===== config.mk =====
export PLATFORM = sky130hd
export DESIGN_NAME = otpFuseCtrl
export DESIGN_NICKNAME = d
export VERILOG_FILES = /design/src/lcStatePkg.sv /design/src/otpPartPkg.sv /design/src/otpReqIf.sv /design/src/otpBusDecode.sv /design/src/lcPartitionLock.sv /design/src/otpFuseArray.sv /design/src/otpResponse.sv /design/src/otpFuseCtrl.sv
export SDC_FILE = /design/constraint.sdc
export NUM_CORES = 1
export LEC_CHECK = 0
export BUFFER_PORTS_ARGS = -buffer_cell sky130_fd_sc_hd__buf_2
export CORE_AREA = 2 2 317 319
export CTS_BUF_LIST = sky130_fd_sc_hd__clkbuf_8
export DETAILED_ROUTE_END_ITERATION = 12
export DIE_AREA = 0 0 319 321
export HOLD_SLACK_MARGIN = 0.05
export PLACE_DENSITY = 0.75
export SLEW_MARGIN = 20
export SYNTH_ARGS = -nofsm -noshare
export SYNTH_HDL_FRONTEND = slang
export SYNTH_SLANG_ARGS = --single-unit

===== constraint.sdc =====
create_clock -name coreClk -period 10 [get_ports coreClk]
set_clock_uncertainty 0.1 [all_clocks]
set_input_delay 0.5 -clock coreClk [delete_from_list [all_inputs] [get_ports coreClk]]
set_output_delay 0.5 -clock coreClk [all_outputs]
set_load 0.05 [all_outputs]

===== src/lcStatePkg.sv =====
/* Life-cycle encodings shared by the fuse controller and its lock logic.
   Provides the codewords, the ordered decoded phase and the decoder. */
`default_nettype none

package lcStatePkg;

  // Width of the encoded life-cycle word as it arrives from outside
  parameter int LcStateWidth = 16;

  // Sparse codewords, one per defined life-cycle state
  // Raw is the unprogrammed value of the life-cycle fuses
  typedef enum logic [LcStateWidth-1:0] {
    LcRaw           = 16'h0000,
    LcTestUnlocked0 = 16'h3A5C,
    LcTestLocked0   = 16'h71E2,
    LcTestUnlocked1 = 16'hB4C9,
    LcTestLocked1   = 16'hC61F,
    LcTestUnlocked2 = 16'h5E93,
    LcTestLocked2   = 16'h8D27,
    LcTestUnlocked3 = 16'hE3B6,
    LcDev           = 16'h2F4D,
    LcProd          = 16'h96E8,
    LcProdEnd       = 16'h4BD1,
    LcRma           = 16'hF87A
  } lcStateCode;

  // Decoded state in life-cycle order, so a plain compare tells
  // whether one phase comes after another
  typedef enum logic [3:0] {
    DecRaw,
    DecTestUnlocked0,
    DecTestLocked0,
    DecTestUnlocked1,
    DecTestLocked1,
    DecTestUnlocked2,
    DecTestLocked2,
    DecTestUnlocked3,
    DecDev,
    DecProd,
    DecProdEnd,
    DecRma,
    DecScrap
  } decLcState;

  // Maps a codeword to its phase; anything outside the table is Scrap
  function automatic decLcState decodeLcState(input logic [LcStateWidth-1:0] code);
    case (code)
      LcRaw:           return DecRaw;
      LcTestUnlocked0: return DecTestUnlocked0;
      LcTestLocked0:   return DecTestLocked0;
      LcTestUnlocked1: return DecTestUnlocked1;
      LcTestLocked1:   return DecTestLocked1;
      LcTestUnlocked2: return DecTestUnlocked2;
      LcTestLocked2:   return DecTestLocked2;
      LcTestUnlocked3: return DecTestUnlocked3;
      LcDev:           return DecDev;
      LcProd:          return DecProd;
      LcProdEnd:       return DecProdEnd;
      LcRma:           return DecRma;
      default:         return DecScrap;
    endcase
  endfunction

endpackage

`default_nettype wire


===== src/otpPartPkg.sv =====
/* Fuse partition layout: partition count, index type, data width and
   the last life-cycle phase in which each partition accepts writes. */
`default_nettype none

package otpPartPkg;

  import lcStatePkg::*;

  // Partitions 0 to 2 are vendor test, manufacturing and owner
  // Partition 3 holds the life-cycle fuses themselves
  parameter int NumPart = 4;

  // Index of the life-cycle partition, which follows its own lock rule
  parameter int LcPartIdx = NumPart - 1;

  typedef logic [$clog2(NumPart)-1:0] partIdx;

  // Width of one fuse word
  parameter int FuseWidth = 32;

  // Last phase in which each partition may still be programmed
  // Once the decoded state moves past the entry the partition locks
  // The last entry is not used since the life-cycle partition only locks in Scrap
  parameter decLcState PartLcPhase [NumPart] = '{
    DecTestUnlocked3,
    DecDev,
    DecProd,
    DecScrap
  };

endpackage

`default_nettype wire


===== src/otpReqIf.sv =====
/* Captured fuse request passed from the bus decode stage to the fuse array.
   Decode drives every signal, execute only samples them. */
`timescale 1ns/100ps
`default_nettype none

interface otpReqIf
  import otpPartPkg::*;
#(
  parameter int NumPartWords = 8
) ();

  // One-cycle pulse marking a new request
  logic                            valid;
  logic                            write;
  partIdx                          part;
  // Word offset inside the selected partition
  logic [$clog2(NumPartWords)-1:0] word;
  logic [FuseWidth-1:0]            wdata;

  modport decode (output valid, write, part, word, wdata);

  modport execute (input valid, write, part, word, wdata);

endinterface

`default_nettype wire


===== src/otpBusDecode.sv =====
/* Wishbone classic request capture. Takes one bus cycle per transaction and
   hands partition, word, direction and data to the fuse array as a pulse. */
`timescale 1ns/100ps
`default_nettype none

module otpBusDecode
  import otpPartPkg::*;
#(
  parameter int NumPartWords = 8,
  localparam int WordW = $clog2(NumPartWords),
  localparam int AdrW = $bits(partIdx) + WordW
) (
  input  wire logic                 coreClk,
  input  wire logic                 rst,
  input  wire logic                 wbCyc,
  input  wire logic                 wbStb,
  input  wire logic                 wbWe,
  input  wire logic [AdrW-1:0]      wbAdr,
  input  wire logic [FuseWidth-1:0] wbDatW,
  input  wire logic                 rspDone,
  otpReqIf.decode                   req
);

  // Set while a transaction is anywhere in the pipeline
  logic busy;
  logic accept;

  // A held strobe is only taken again once the previous response is out
  assign accept = wbCyc && wbStb && !busy;

  always_ff @(posedge coreClk) begin
    if (rst) begin
      busy      <= 1'b0;
      req.valid <= 1'b0;
    end else begin
      req.valid <= accept;
      if (accept) begin
        busy <= 1'b1;
      end else if (rspDone) begin
        // Clears on the edge after ack or err, so the master has had one
        // edge to drop stb or present its next request
        busy <= 1'b0;
      end
    end
  end

  // Request payload, captured together with the valid pulse
  always_ff @(posedge coreClk) begin
    if (accept) begin
      req.write <= wbWe;
      // Top address bits pick the partition, low bits the word in it
      req.part  <= wbAdr[AdrW-1:WordW];
      req.word  <= wbAdr[WordW-1:0];
      req.wdata <= wbDatW;
    end
  end

endmodule

`default_nettype wire


===== src/lcPartitionLock.sv =====
/* Life-cycle driven write lock. Decodes and registers the life-cycle word
   and locks every partition whose programming phase has passed. */
`timescale 1ns/100ps
`default_nettype none

module lcPartitionLock
  import lcStatePkg::*;
  import otpPartPkg::*;
(
  input  wire logic                    coreClk,
  input  wire logic                    rst,
  input  wire logic [LcStateWidth-1:0] lcState,
  output logic      [NumPart-1:0]      partWriteLock
);

  decLcState decState;

  // Registering here gives the one-cycle delay from lcState to the lock
  always_ff @(posedge coreClk) begin
    if (rst) begin
      decState <= DecRaw;
    end else begin
      decState <= decodeLcState(lcState);
    end
  end

  // The phase order of decLcState makes the lock a simple compare
  always_comb begin
    for (int i = 0; i < NumPart; i++) begin
      if (i == LcPartIdx) begin
        // Life-cycle fuses stay writable until the device is scrapped
        partWriteLock[i] = (decState == DecScrap);
      end else begin
        partWriteLock[i] = (decState > PartLcPhase[i]);
      end
    end
  end

endmodule

`default_nettype wire


===== src/otpFuseArray.sv =====
/* Simulated fuse storage and the execute stage of the controller.
   Writes can only set bits and are refused on a locked partition. */
`timescale 1ns/100ps
`default_nettype none

module otpFuseArray
  import otpPartPkg::*;
#(
  parameter int NumPartWords = 8,
  localparam int WordW = $clog2(NumPartWords),
  localparam int NumWords = NumPart * NumPartWords
) (
  input  wire logic                 coreClk,
  input  wire logic                 rst,
  otpReqIf.execute                  req,
  input  wire logic [NumPart-1:0]   partWriteLock,
  output logic                      rspValid,
  output logic                      rspErr,
  output logic      [FuseWidth-1:0] rspData
);

  logic [FuseWidth-1:0] fuseMem [NumWords];

  // Flat word index, partition in the upper bits
  logic [$bits(partIdx)+WordW-1:0] idx;
  logic [FuseWidth-1:0]            curWord;
  logic [FuseWidth-1:0]            progWord;
  logic                            locked;
  logic                            doWrite;

  assign idx      = {req.part, req.word};
  assign curWord  = fuseMem[idx];
  // Programming blows extra fuses and never clears one
  assign progWord = curWord | req.wdata;
  assign locked   = partWriteLock[req.part];
  assign doWrite  = req.valid && req.write && !locked;

  // Array and status update on the edge that sees the request
  always_ff @(posedge coreClk) begin
    if (rst) begin
      // The model has no retention, so reset blanks every fuse
      for (int i = 0; i < NumWords; i++) begin
        fuseMem[i] <= '0;
      end
      rspValid <= 1'b0;
      rspErr   <= 1'b0;
    end else begin
      rspValid <= req.valid;
      if (req.valid) begin
        // Only a write into a locked partition fails, reads always pass
        rspErr <= req.write && locked;
      end
      if (doWrite) begin
        fuseMem[idx] <= progWord;
      end
    end
  end

  // Returned word is the content after the access
  always_ff @(posedge coreClk) begin
    if (req.valid) begin
      rspData <= doWrite ? progWord : curWord;
    end
  end

endmodule

`default_nettype wire


===== src/otpResponse.sv =====
/* Wishbone response stage. Turns the fuse array outcome into a single
   ack or err pulse with read data, and tells decode the bus is free. */
`timescale 1ns/100ps
`default_nettype none

module otpResponse
  import otpPartPkg::*;
(
  input  wire logic                 coreClk,
  input  wire logic                 rst,
  input  wire logic                 rspValid,
  input  wire logic                 rspErr,
  input  wire logic [FuseWidth-1:0] rspData,
  output logic                      wbAck,
  output logic                      wbErr,
  output logic      [FuseWidth-1:0] wbDatR,
  output logic                      rspDone
);

  logic okRsp;

  assign okRsp = rspValid && !rspErr;

  // rspValid is a single-cycle pulse, so ack and err last one cycle
  always_ff @(posedge coreClk) begin
    if (rst) begin
      wbAck <= 1'b0;
      wbErr <= 1'b0;
    end else begin
      wbAck <= okRsp;
      wbErr <= rspValid && rspErr;
    end
  end

  // Data is loaded with each ack and held until the next one
  // A write ack also loads it and the master ignores DAT_R on writes
  always_ff @(posedge coreClk) begin
    if (okRsp) begin
      wbDatR <= rspData;
    end
  end

  // Lets decode release busy once the master has seen the response
  assign rspDone = wbAck || wbErr;

endmodule

`default_nettype wire


===== src/otpFuseCtrl.sv =====
/* Top level of the OTP fuse controller with life-cycle write locking.
   Wishbone classic slave in, lock status out, fixed three-edge latency. */
`timescale 1ns/100ps
`default_nettype none

module otpFuseCtrl
  import lcStatePkg::*;
  import otpPartPkg::*;
#(
  parameter int NumPartWords = 8,
  localparam int AdrW = $bits(partIdx) + $clog2(NumPartWords)
) (
  input  wire logic                    coreClk,
  input  wire logic                    rst,
  // Wishbone classic slave
  input  wire logic                    wbCyc,
  input  wire logic                    wbStb,
  input  wire logic                    wbWe,
  input  wire logic [AdrW-1:0]         wbAdr,
  input  wire logic [FuseWidth-1:0]    wbDatW,
  output logic      [FuseWidth-1:0]    wbDatR,
  output logic                         wbAck,
  output logic                         wbErr,
  // Life-cycle state and the resulting lock of each partition
  input  wire logic [LcStateWidth-1:0] lcState,
  output logic      [NumPart-1:0]      partWriteLock
);

  logic                 rspValid;
  logic                 rspErr;
  logic [FuseWidth-1:0] rspData;
  logic                 rspDone;

  otpReqIf #(.NumPartWords(NumPartWords)) reqIf ();

  otpBusDecode #(.NumPartWords(NumPartWords)) u_otpBusDecode (
    .coreClk (coreClk),
    .rst     (rst),
    .wbCyc   (wbCyc),
    .wbStb   (wbStb),
    .wbWe    (wbWe),
    .wbAdr   (wbAdr),
    .wbDatW  (wbDatW),
    .rspDone (rspDone),
    .req     (reqIf.decode)
  );

  // Lock runs beside execute and is also visible at the top level
  lcPartitionLock u_lcPartitionLock (
    .coreClk       (coreClk),
    .rst           (rst),
    .lcState       (lcState),
    .partWriteLock (partWriteLock)
  );

  otpFuseArray #(.NumPartWords(NumPartWords)) u_otpFuseArray (
    .coreClk       (coreClk),
    .rst           (rst),
    .req           (reqIf.execute),
    .partWriteLock (partWriteLock),
    .rspValid      (rspValid),
    .rspErr        (rspErr),
    .rspData       (rspData)
  );

  otpResponse u_otpResponse (
    .coreClk  (coreClk),
    .rst      (rst),
    .rspValid (rspValid),
    .rspErr   (rspErr),
    .rspData  (rspData),
    .wbAck    (wbAck),
    .wbErr    (wbErr),
    .wbDatR   (wbDatR),
    .rspDone  (rspDone)
  );

endmodule

`default_nettype wire


==> reports/qor.txt, run 1 <==
==================================================================================
Total power of the final layout                                          10,220 µW
Post-route setup slack                                                    5.290 ns
Antenna violations before repair                                                 2
Final Net Count                                                              3,884
Slew HR                                                                     28.79%
Combinational family with the most area after synthesis               multiplexers
Result of the run                                                     finished clean
Required time of the worst setup path                                     10.47 ns
Worst hold start                                                               rst
Share of post-route cells with drive strength above 1                       12.41%
Cell with the biggest individual delay on the critical path                nor2b_4
Average wire length per cell after detail routing                         27.87 µm
Leading area contributor after synthesis                                  edfxtp_1
Number of global-route vias before repair                                   32,288
Width of the die                                                            319 µm
Largest net degree at the start of global routing                              129
Overflow after GRT                                                               0
Starting density of the core                                                49.64%
Count of different cell masters after synthesis                                 44
RR Endpoint                                                           u_otpFuseArray.fuseMem[3][15]
Clk sinks                                                                    1,141
Critical path class                                                        reg2reg
Post-CTS resize count                                                            0
Critical Path, Cell by Cell                                           nor2b_4 > buf_4 > buf_4 > a22oi_1 > a21oi_1 > o41a_1 > buf_4 > nor2_1
Wire length of the first global-routing pass                            211,600 µm
Worst IR drop on VDD                                                      131.1 µV
Sequential share of the synthesized area                                    69.23%
Final total negative setup slack                                              0 ns
Netlist area before placement                                           49,280 µm²
Height of the chip                                                          321 µm
Source-to-sink clock delay at the later pin of the worst-skew pair         0.89 ns
RD Place Congestion                                                         0.8470
First-pass iteration count of the detailed router                                6
Arr. time, crit path                                                       5.18 ns
Endpoint class of the critical path                                      flip-flop
Post-synth ARST share                                                           0%
Detailed Place HPWL                                                      77,880 µm
Total core area                                                         99,280 µm²
Synthesized-area fraction occupied by xor and xnor cells                        0%
Predominant post-synthesis flop cell                                      edfxtp_1
Path category of the worst min-delay check                                  in2reg
Sink of the worst hold path                                           u_otpFuseArray.rspValid
Final count of negative-setup-slack endpoints                                    0
Area fraction in and, or, nand and nor cells after synthesis                10.20%
Total Routed Length                                                     146,700 µm
Post-synthesis to final-layout area growth                                  11.11%
Count of mapped cells out of synthesis                                       3,709
Standard-cell rows                                                             116
Yosys top cell area share                                                   68.62%
Clock slew at reported path FFs                                            0.07 ns
Highest net fanout along the worst path                                         40
Dpl cell area                                                           50,880 µm²
Worst Hold Depth                                                                 3
Total nets after synthesis                                                   3,767
Area contributors post-synth                                          edfxtp_1 (69%), mux2i_1 (10%), nor2_1 (7.9%)
Final max-slew violation count                                                   0
CTS H-tree depth                                                                 4
TritonCTS clock tree                                                          done
Standby leakage power                                                   0.02131 µW
Register-to-register setup slack                                           5.29 ns
Number of DRC markers after the initial detailed-route iteration             4,953
Post-synthesis adder-cell area fraction                                         0%
Average cell area after synthesis                                        13.29 µm²
Share of the core filled with cells in the final layout                     55.15%
Period minus WS final                                                     4.710 ns
Remaining number of nets flagged by the antenna check after routing              0
Number of violations of the max-capacitance limit                                0
Proportion of synthesized area in mux cells                                 10.40%
DP Worst Slack                                                            5.473 ns
Critical Path Max Stage Delay                                              0.70 ns
Cell count of the worst reg-to-reg path                                          8
Synth warn                                                                       0
Global-route total usage across every layer                                 28.37%
DRC violations left                                                              0
F_max                                                                   0.2123 GHz
Complex-gate fraction of the synthesized area                               6.785%
Number of enable flip-flop cells after synthesis                             1,126
Period Utilization, post-route                                              47.10%
Element type at the critical path start                                  flip-flop
Top-count cell post-synth                                                 edfxtp_1
Total Die Area                                                         102,400 µm²
Clock tree buffer depth                                                          3
Synth top cells by count                                              edfxtp_1 (1,126), nor2_1 (1,035), mux2i_1 (512), a22oi_1 (256), clkbuf_1 (170)
Power density over the cells                                          186.7 nW/µm²
Number of flip-flops and latches in the synthesized netlist                  1,141
Clk root buf                                                              clkbuf_8
Most prevalent standard cell on the critical path                            buf_4
Routed vias/inst                                                             6.242
Setup repair after global routing missed its margin                          false
Area of all placed cells without fillers                                54,750 µm²
Least-Margin Pin Slew                                                     1.068 ns
Number of CTS-inserted buffers                                                 176
Top-level I/O count                                                             96
Endpoints failing hold                                                           0
Via count                                                                   32,857
Count of input and output buffers                                               95
==================================================================================
==> flip-flops by register name (all words and copies together), names as in the netlist, named ones only <==
register	count
u_otpBusDecode.req.word	3
u_otpBusDecode.req.wdata	32
u_otpFuseArray.rspData	32
u_otpBusDecode.busy	1
u_otpResponse.wbAck	1
u_otpResponse.wbDatR	32
u_otpBusDecode.req.write	1
u_otpResponse.wbErr	1
u_otpFuseArray.rspValid	1
u_otpFuseArray.rspErr	1
u_otpFuseArray.fuseMem	1024
u_otpBusDecode.req.part	2
u_lcPartitionLock.decState	4
u_otpBusDecode.req.valid	1
==> layer usage <==
| metal | track usage (%) | wire length (µm) | vias to the layer above |
|---|---|---|---|
| li1 | - | - | 13805 |
| met1 | 36.33 | 51930 | 16133 |
| met2 | 45.26 | 68500 | 2489 |
| met3 | 7.209 | 19090 | 428 |
| met4 | 13.87 | 7156 | 2 |
| met5 | 0 | 7 | - |
==> cells by family after synthesis <==
family          Yosys count
compound gates          462
mux                     512
simple gates           1231
buf+inv                 363
flops                  1141
==> worst max-delay path by stage <==
stage	start	to	slack (ns)	depth (start not counted)
2_1_floorplan	u_otpBusDecode.req.valid	u_otpFuseArray.fuseMem[10][0]	6.44	4
3_3_place_gp	flip-flop	u_otpFuseArray.fuseMem[19][4]	5.51	7
3_5_place_dp	flip-flop	u_otpFuseArray.fuseMem[21][26]	5.47	8
4_1_cts	flip-flop	u_otpFuseArray.fuseMem[3][15]	5.44	8
5_1_grt	flip-flop	u_otpFuseArray.fuseMem[25][1]	5.20	8
6_report	flip-flop	u_otpFuseArray.fuseMem[3][15]	5.29	8
==> power by group <==
group          leakage, µW  switching [µW]  internal, µW
clock network      0.00187            1840          1870
logic              0.00783             738           306
registers           0.0116            58.3          5410
==> through the flow <==
step,hold WS (ns),cells
detailed placement,0.3045,4889
CTS,0.1474,5261
global route,0.1879,5262
global placement,0.3008,4889
floorplan,0.3003,3709
finish,0.2080,5264
==> timing repair <==
item,4_1_cts,5_1_grt
buffers inserted,0,0
hold buffers,57,0
hold endpoints to repair,49,0
==> cell type report <==
| cell class | count | area (µm²) |
|---|---|---|
| antenna | 3 | 7.507 |
| clock buffer | 180 | 2477 |
| clock inverter | 135 | 808.3 |
| fill | 7907 | 44530 |
| inverter | 33 | 123.9 |
| multi-input combinational | 2205 | 13630 |
| sequential | 1141 | 34120 |
| tap | 1298 | 1624 |
| timing repair buffer | 269 | 1962 |
==> worst max-delay path, delay by kind of cell, from the launching register on <==
family / cells / cell delay (ns)
and+or+nand+nor: 2 / 0.78
DFF: 1 / 0.47
AOI/OAI and AO/OA: 3 / 1.32
buffers and inverters: 3 / 1.64
==> placed cells by master (no fill, tap or decap), types with 5 or more instances in the layout <==
master,instances
nand2b_2,34
o41a_1,24
clkinv_1,43
and3b_1,5
o41a_2,8
a22oi_1,256
buf_2,95
bufinv_16,7
nor2b_1,5
dfxtp_1,13
dlygate4sd3_1,57
a21oi_1,131
clkbuf_8,180
mux2i_1,512
clkinvlp_4,5
nor4_1,40
buf_4,114
nor3b_1,6
a21o_1,32
edfxtp_1,1126
inv_8,5
clkinv_2,17
nor2_1,1033
inv_1,85
nand2_1,60
nand4_1,5
No activity file was read; power rests on OpenSTA's default activity.
==> run 2, diff against run 1 <==
- PLACE_DENSITY: 0.75 -> 0.77
- clock period: 10 -> 3.9 ns (I/O delays scaled with it)
==> run 2 against run 1 <==
  * Die area is the same
  * Count of clock-buffer cells in the layout shrank 1
  * Fmax grew 40%
  * Cell count grew 1.2%
  * Core utilization grew 0.90 points
  * Via count shrank 2.1%
  * Critical path depth shrank 2
  * Clock power grew 140%
  * Non-clock buffer count grew 84
  * Critical path type unchanged
==> reports/qor.txt, run 2 (synthesized netlist as in run 1, its figures left out) <==
=====================================================================================
Clk root buf                                                                 clkbuf_8
Result of the run                                                        finished clean
Slew HR                                                                        31.92%   +3.1 points
Top-level I/O count                                                                96   unchanged
Number of placed instances, taps included                                       4,935   +0.94%
TritonCTS clock tree                                                             done
Routed vias/inst                                                                6.039   -3.2%
Cell with the biggest individual delay on the critical path                 a2111oi_4
Remaining number of nets flagged by the antenna check after routing                 0   unchanged
Number of global-route vias before repair                                      32,041   -0.76%
Total Die Area                                                            102,400 µm²   unchanged
Critical path class                                                           reg2reg
Most frequent standard cell in the layout excluding fill and tap cells       edfxtp_1
RD Place Congestion                                                            0.8328   -1.7%
Dpl cell area                                                              51,660 µm²   +1.5%
Endpoint class of the critical path                                         flip-flop
Global-route total usage across every layer                                    25.79%   -2.6 points
Number of violations of the max-capacitance limit                                   0   unchanged
Final count of negative-setup-slack endpoints                                       0   unchanged
Number of CTS-inserted buffers                                                    175   -0.57%
Post-synthesis to final-layout area growth                                     12.92%
Critical Path, Cell by Cell                                              nand2_1 > o21a_1 > a2111oi_4 > nand2_1 > nand2b_2 > buf_4
Largest net degree at the start of global routing                                  70   -46%
Clock slew at reported path FFs                                               0.06 ns   about the same
Register with the most flip-flops                                        u_otpFuseArray.fuseMem
Setup repair after global routing missed its margin                             false
Path category of the worst min-delay check                                     in2reg
Worst IR drop on VDD                                                         375.2 µV   +190%
Flip-flop count of the largest register after layout                            1,024   unchanged
Height of the chip                                                             321 µm   unchanged
Starting density of the core                                                   49.64%   unchanged
Wire length of the first global-routing pass                               197,700 µm   -6.5%
Standard-cell rows                                                                116   unchanged
Period Utilization, post-route                                                 86.52%   +39 points
Commonest cells after routing, fill and taps aside                       edfxtp_1 (1,126), nor2_1 (1,033), mux2i_1 (512), a22oi_1 (256), clkbuf_8 (179)
Highest net fanout along the worst path                                            23   -43%
F_max                                                                      0.2964 GHz   +40%
CTS H-tree depth                                                                    4   unchanged
DRC violations left                                                                 0   unchanged
Total power of the final layout                                             25,810 µW   +150%
Final max-slew violation count                                                      0   unchanged
Most prevalent standard cell on the critical path                             nand2_1
Total Routed Length                                                        132,800 µm   -9.5%
Count of input and output buffers                                                  95   unchanged
Number of buffers inserted by hold repair at cts                                   95   +67%
Least-Margin Pin Slew                                                        1.021 ns   -0.04690 ns
Element type at the critical path start                                     flip-flop
Period minus WS final                                                        3.374 ns   -1.335 ns
Power density over the cells                                             463.8 nW/µm²   +150%
Area of all placed cells without fillers                                   55,640 µm²   +1.6%
First-pass iteration count of the detailed router                                   5   -1
Endpoints failing hold                                                              0   unchanged
Antenna violations before repair                                                    2   unchanged
Clock tree buffer depth                                                             3   unchanged
Clk sinks                                                                       1,141   unchanged
Share of post-route cells with drive strength above 1                          12.78%   +0.36 points
Via count                                                                      32,182   -2.1%
Total core area                                                            99,280 µm²   unchanged
Required time of the worst setup path                                         4.34 ns   -6.13 ns
Postcts setup bufs                                                                  0   unchanged
Final Net Count                                                                 3,967   +2.1%
Final total negative setup slack                                                 0 ns   unchanged
Number of DRC markers after the initial detailed-route iteration                3,999   -19%
Source-to-sink clock delay at the later pin of the worst-skew pair            0.85 ns   -0.04 ns
Detailed Place HPWL                                                         80,470 µm   +3.3%
Overflow after GRT                                                                  0   unchanged
Final cell count without fillers                                                5,329   +1.2%
Share of the core filled with cells in the final layout                        56.05%   +0.90 points
Arr. time, crit path                                                          3.82 ns   -1.36 ns
Average wire length per cell after detail routing                            24.92 µm   -11%
Width of the die                                                               319 µm   unchanged
Standby leakage power                                                      0.02171 µW   +1.8%
Post-CTS resize count                                                               0   unchanged
Critical Path Max Stage Delay                                                 0.81 ns   +0.11 ns
=====================================================================================
-- run 2: changes by cell type in the layout (fill, tap and decap cells not counted), sizes merged --
| cell | change |
|---|---|
| buf | +46 |
| clkbuf | -1 |
| clkinv | -13 |
| inv | +2 |
| bufinv | -5 |
| diode | -2 |
| dlygate4sd3 | +38 |
-- run 2: routing by layer --
| metal | global-route usage (%) | vias to the layer above | routed length (µm) | share of wire (%) |
|---|---|---|---|---|
| li1 | - | 13947 | - | - |
| met1 | 33.74 | 15983 | 50010 | 38 |
| met2 | 41.91 | 1958 | 63770 | 48 |
| met3 | 5.705 | 292 | 14370 | 11 |
| met4 | 10.66 | 2 | 4657 | 3.5 |
| met5 | 0 | - | 13 | 0.0098 |
-- run 2: critical path: cells and delay by family (launching register included) --
kind | cells | cell delay [ns]
AND/OR/NAND/NOR | 3 | 1.00
AO/OA/AOI/OAI | 2 | 1.14
buffers and inverters | 1 | 0.28
flip-flops | 1 | 0.53
-- run 2: layout make-up --
cell class	count	area (µm²)
clock inverter	119	568.0
fill	7816	43630
multi-input combinational	2205	13620
clock buffer	179	2464
sequential	1141	34120
timing repair buffer	353	3126
inverter	33	123.9
tap	1298	1624
antenna	1	2.502
-- run 2: through the flow --
step / setup WS, ns / hold WS, ns
floorplan: 0.3352 / 0.1939
global placement: 0.7127 / 0.2727
detailed placement: 0.6215 / 0.2733
CTS: 0.6181 / 0.05919
global route: 0.4885 / 0.09123
finish: 0.5257 / 0.09630
-- run 2: final timing paths --
check | slack, ns | end | from | cells after the start
worst max-delay path | 0.53 | u_otpFuseArray.fuseMem[6][29] | u_otpBusDecode.req.part[1] | 6
worst max register to register | 0.53 | u_otpFuseArray.fuseMem[6][29] | u_otpBusDecode.req.part[1] | 6
worst min register to register | 0.32 | u_otpResponse.wbDatR[24] | u_otpFuseArray.rspData[24] | 0
worst min-delay path | 0.1 | flip-flop | wbAdr[4] | 4
-- run 2: where the power goes --
part           internal [µW]  switching, µW
sequential             13900            154
clock                   4370           4570
combinational            929           1900
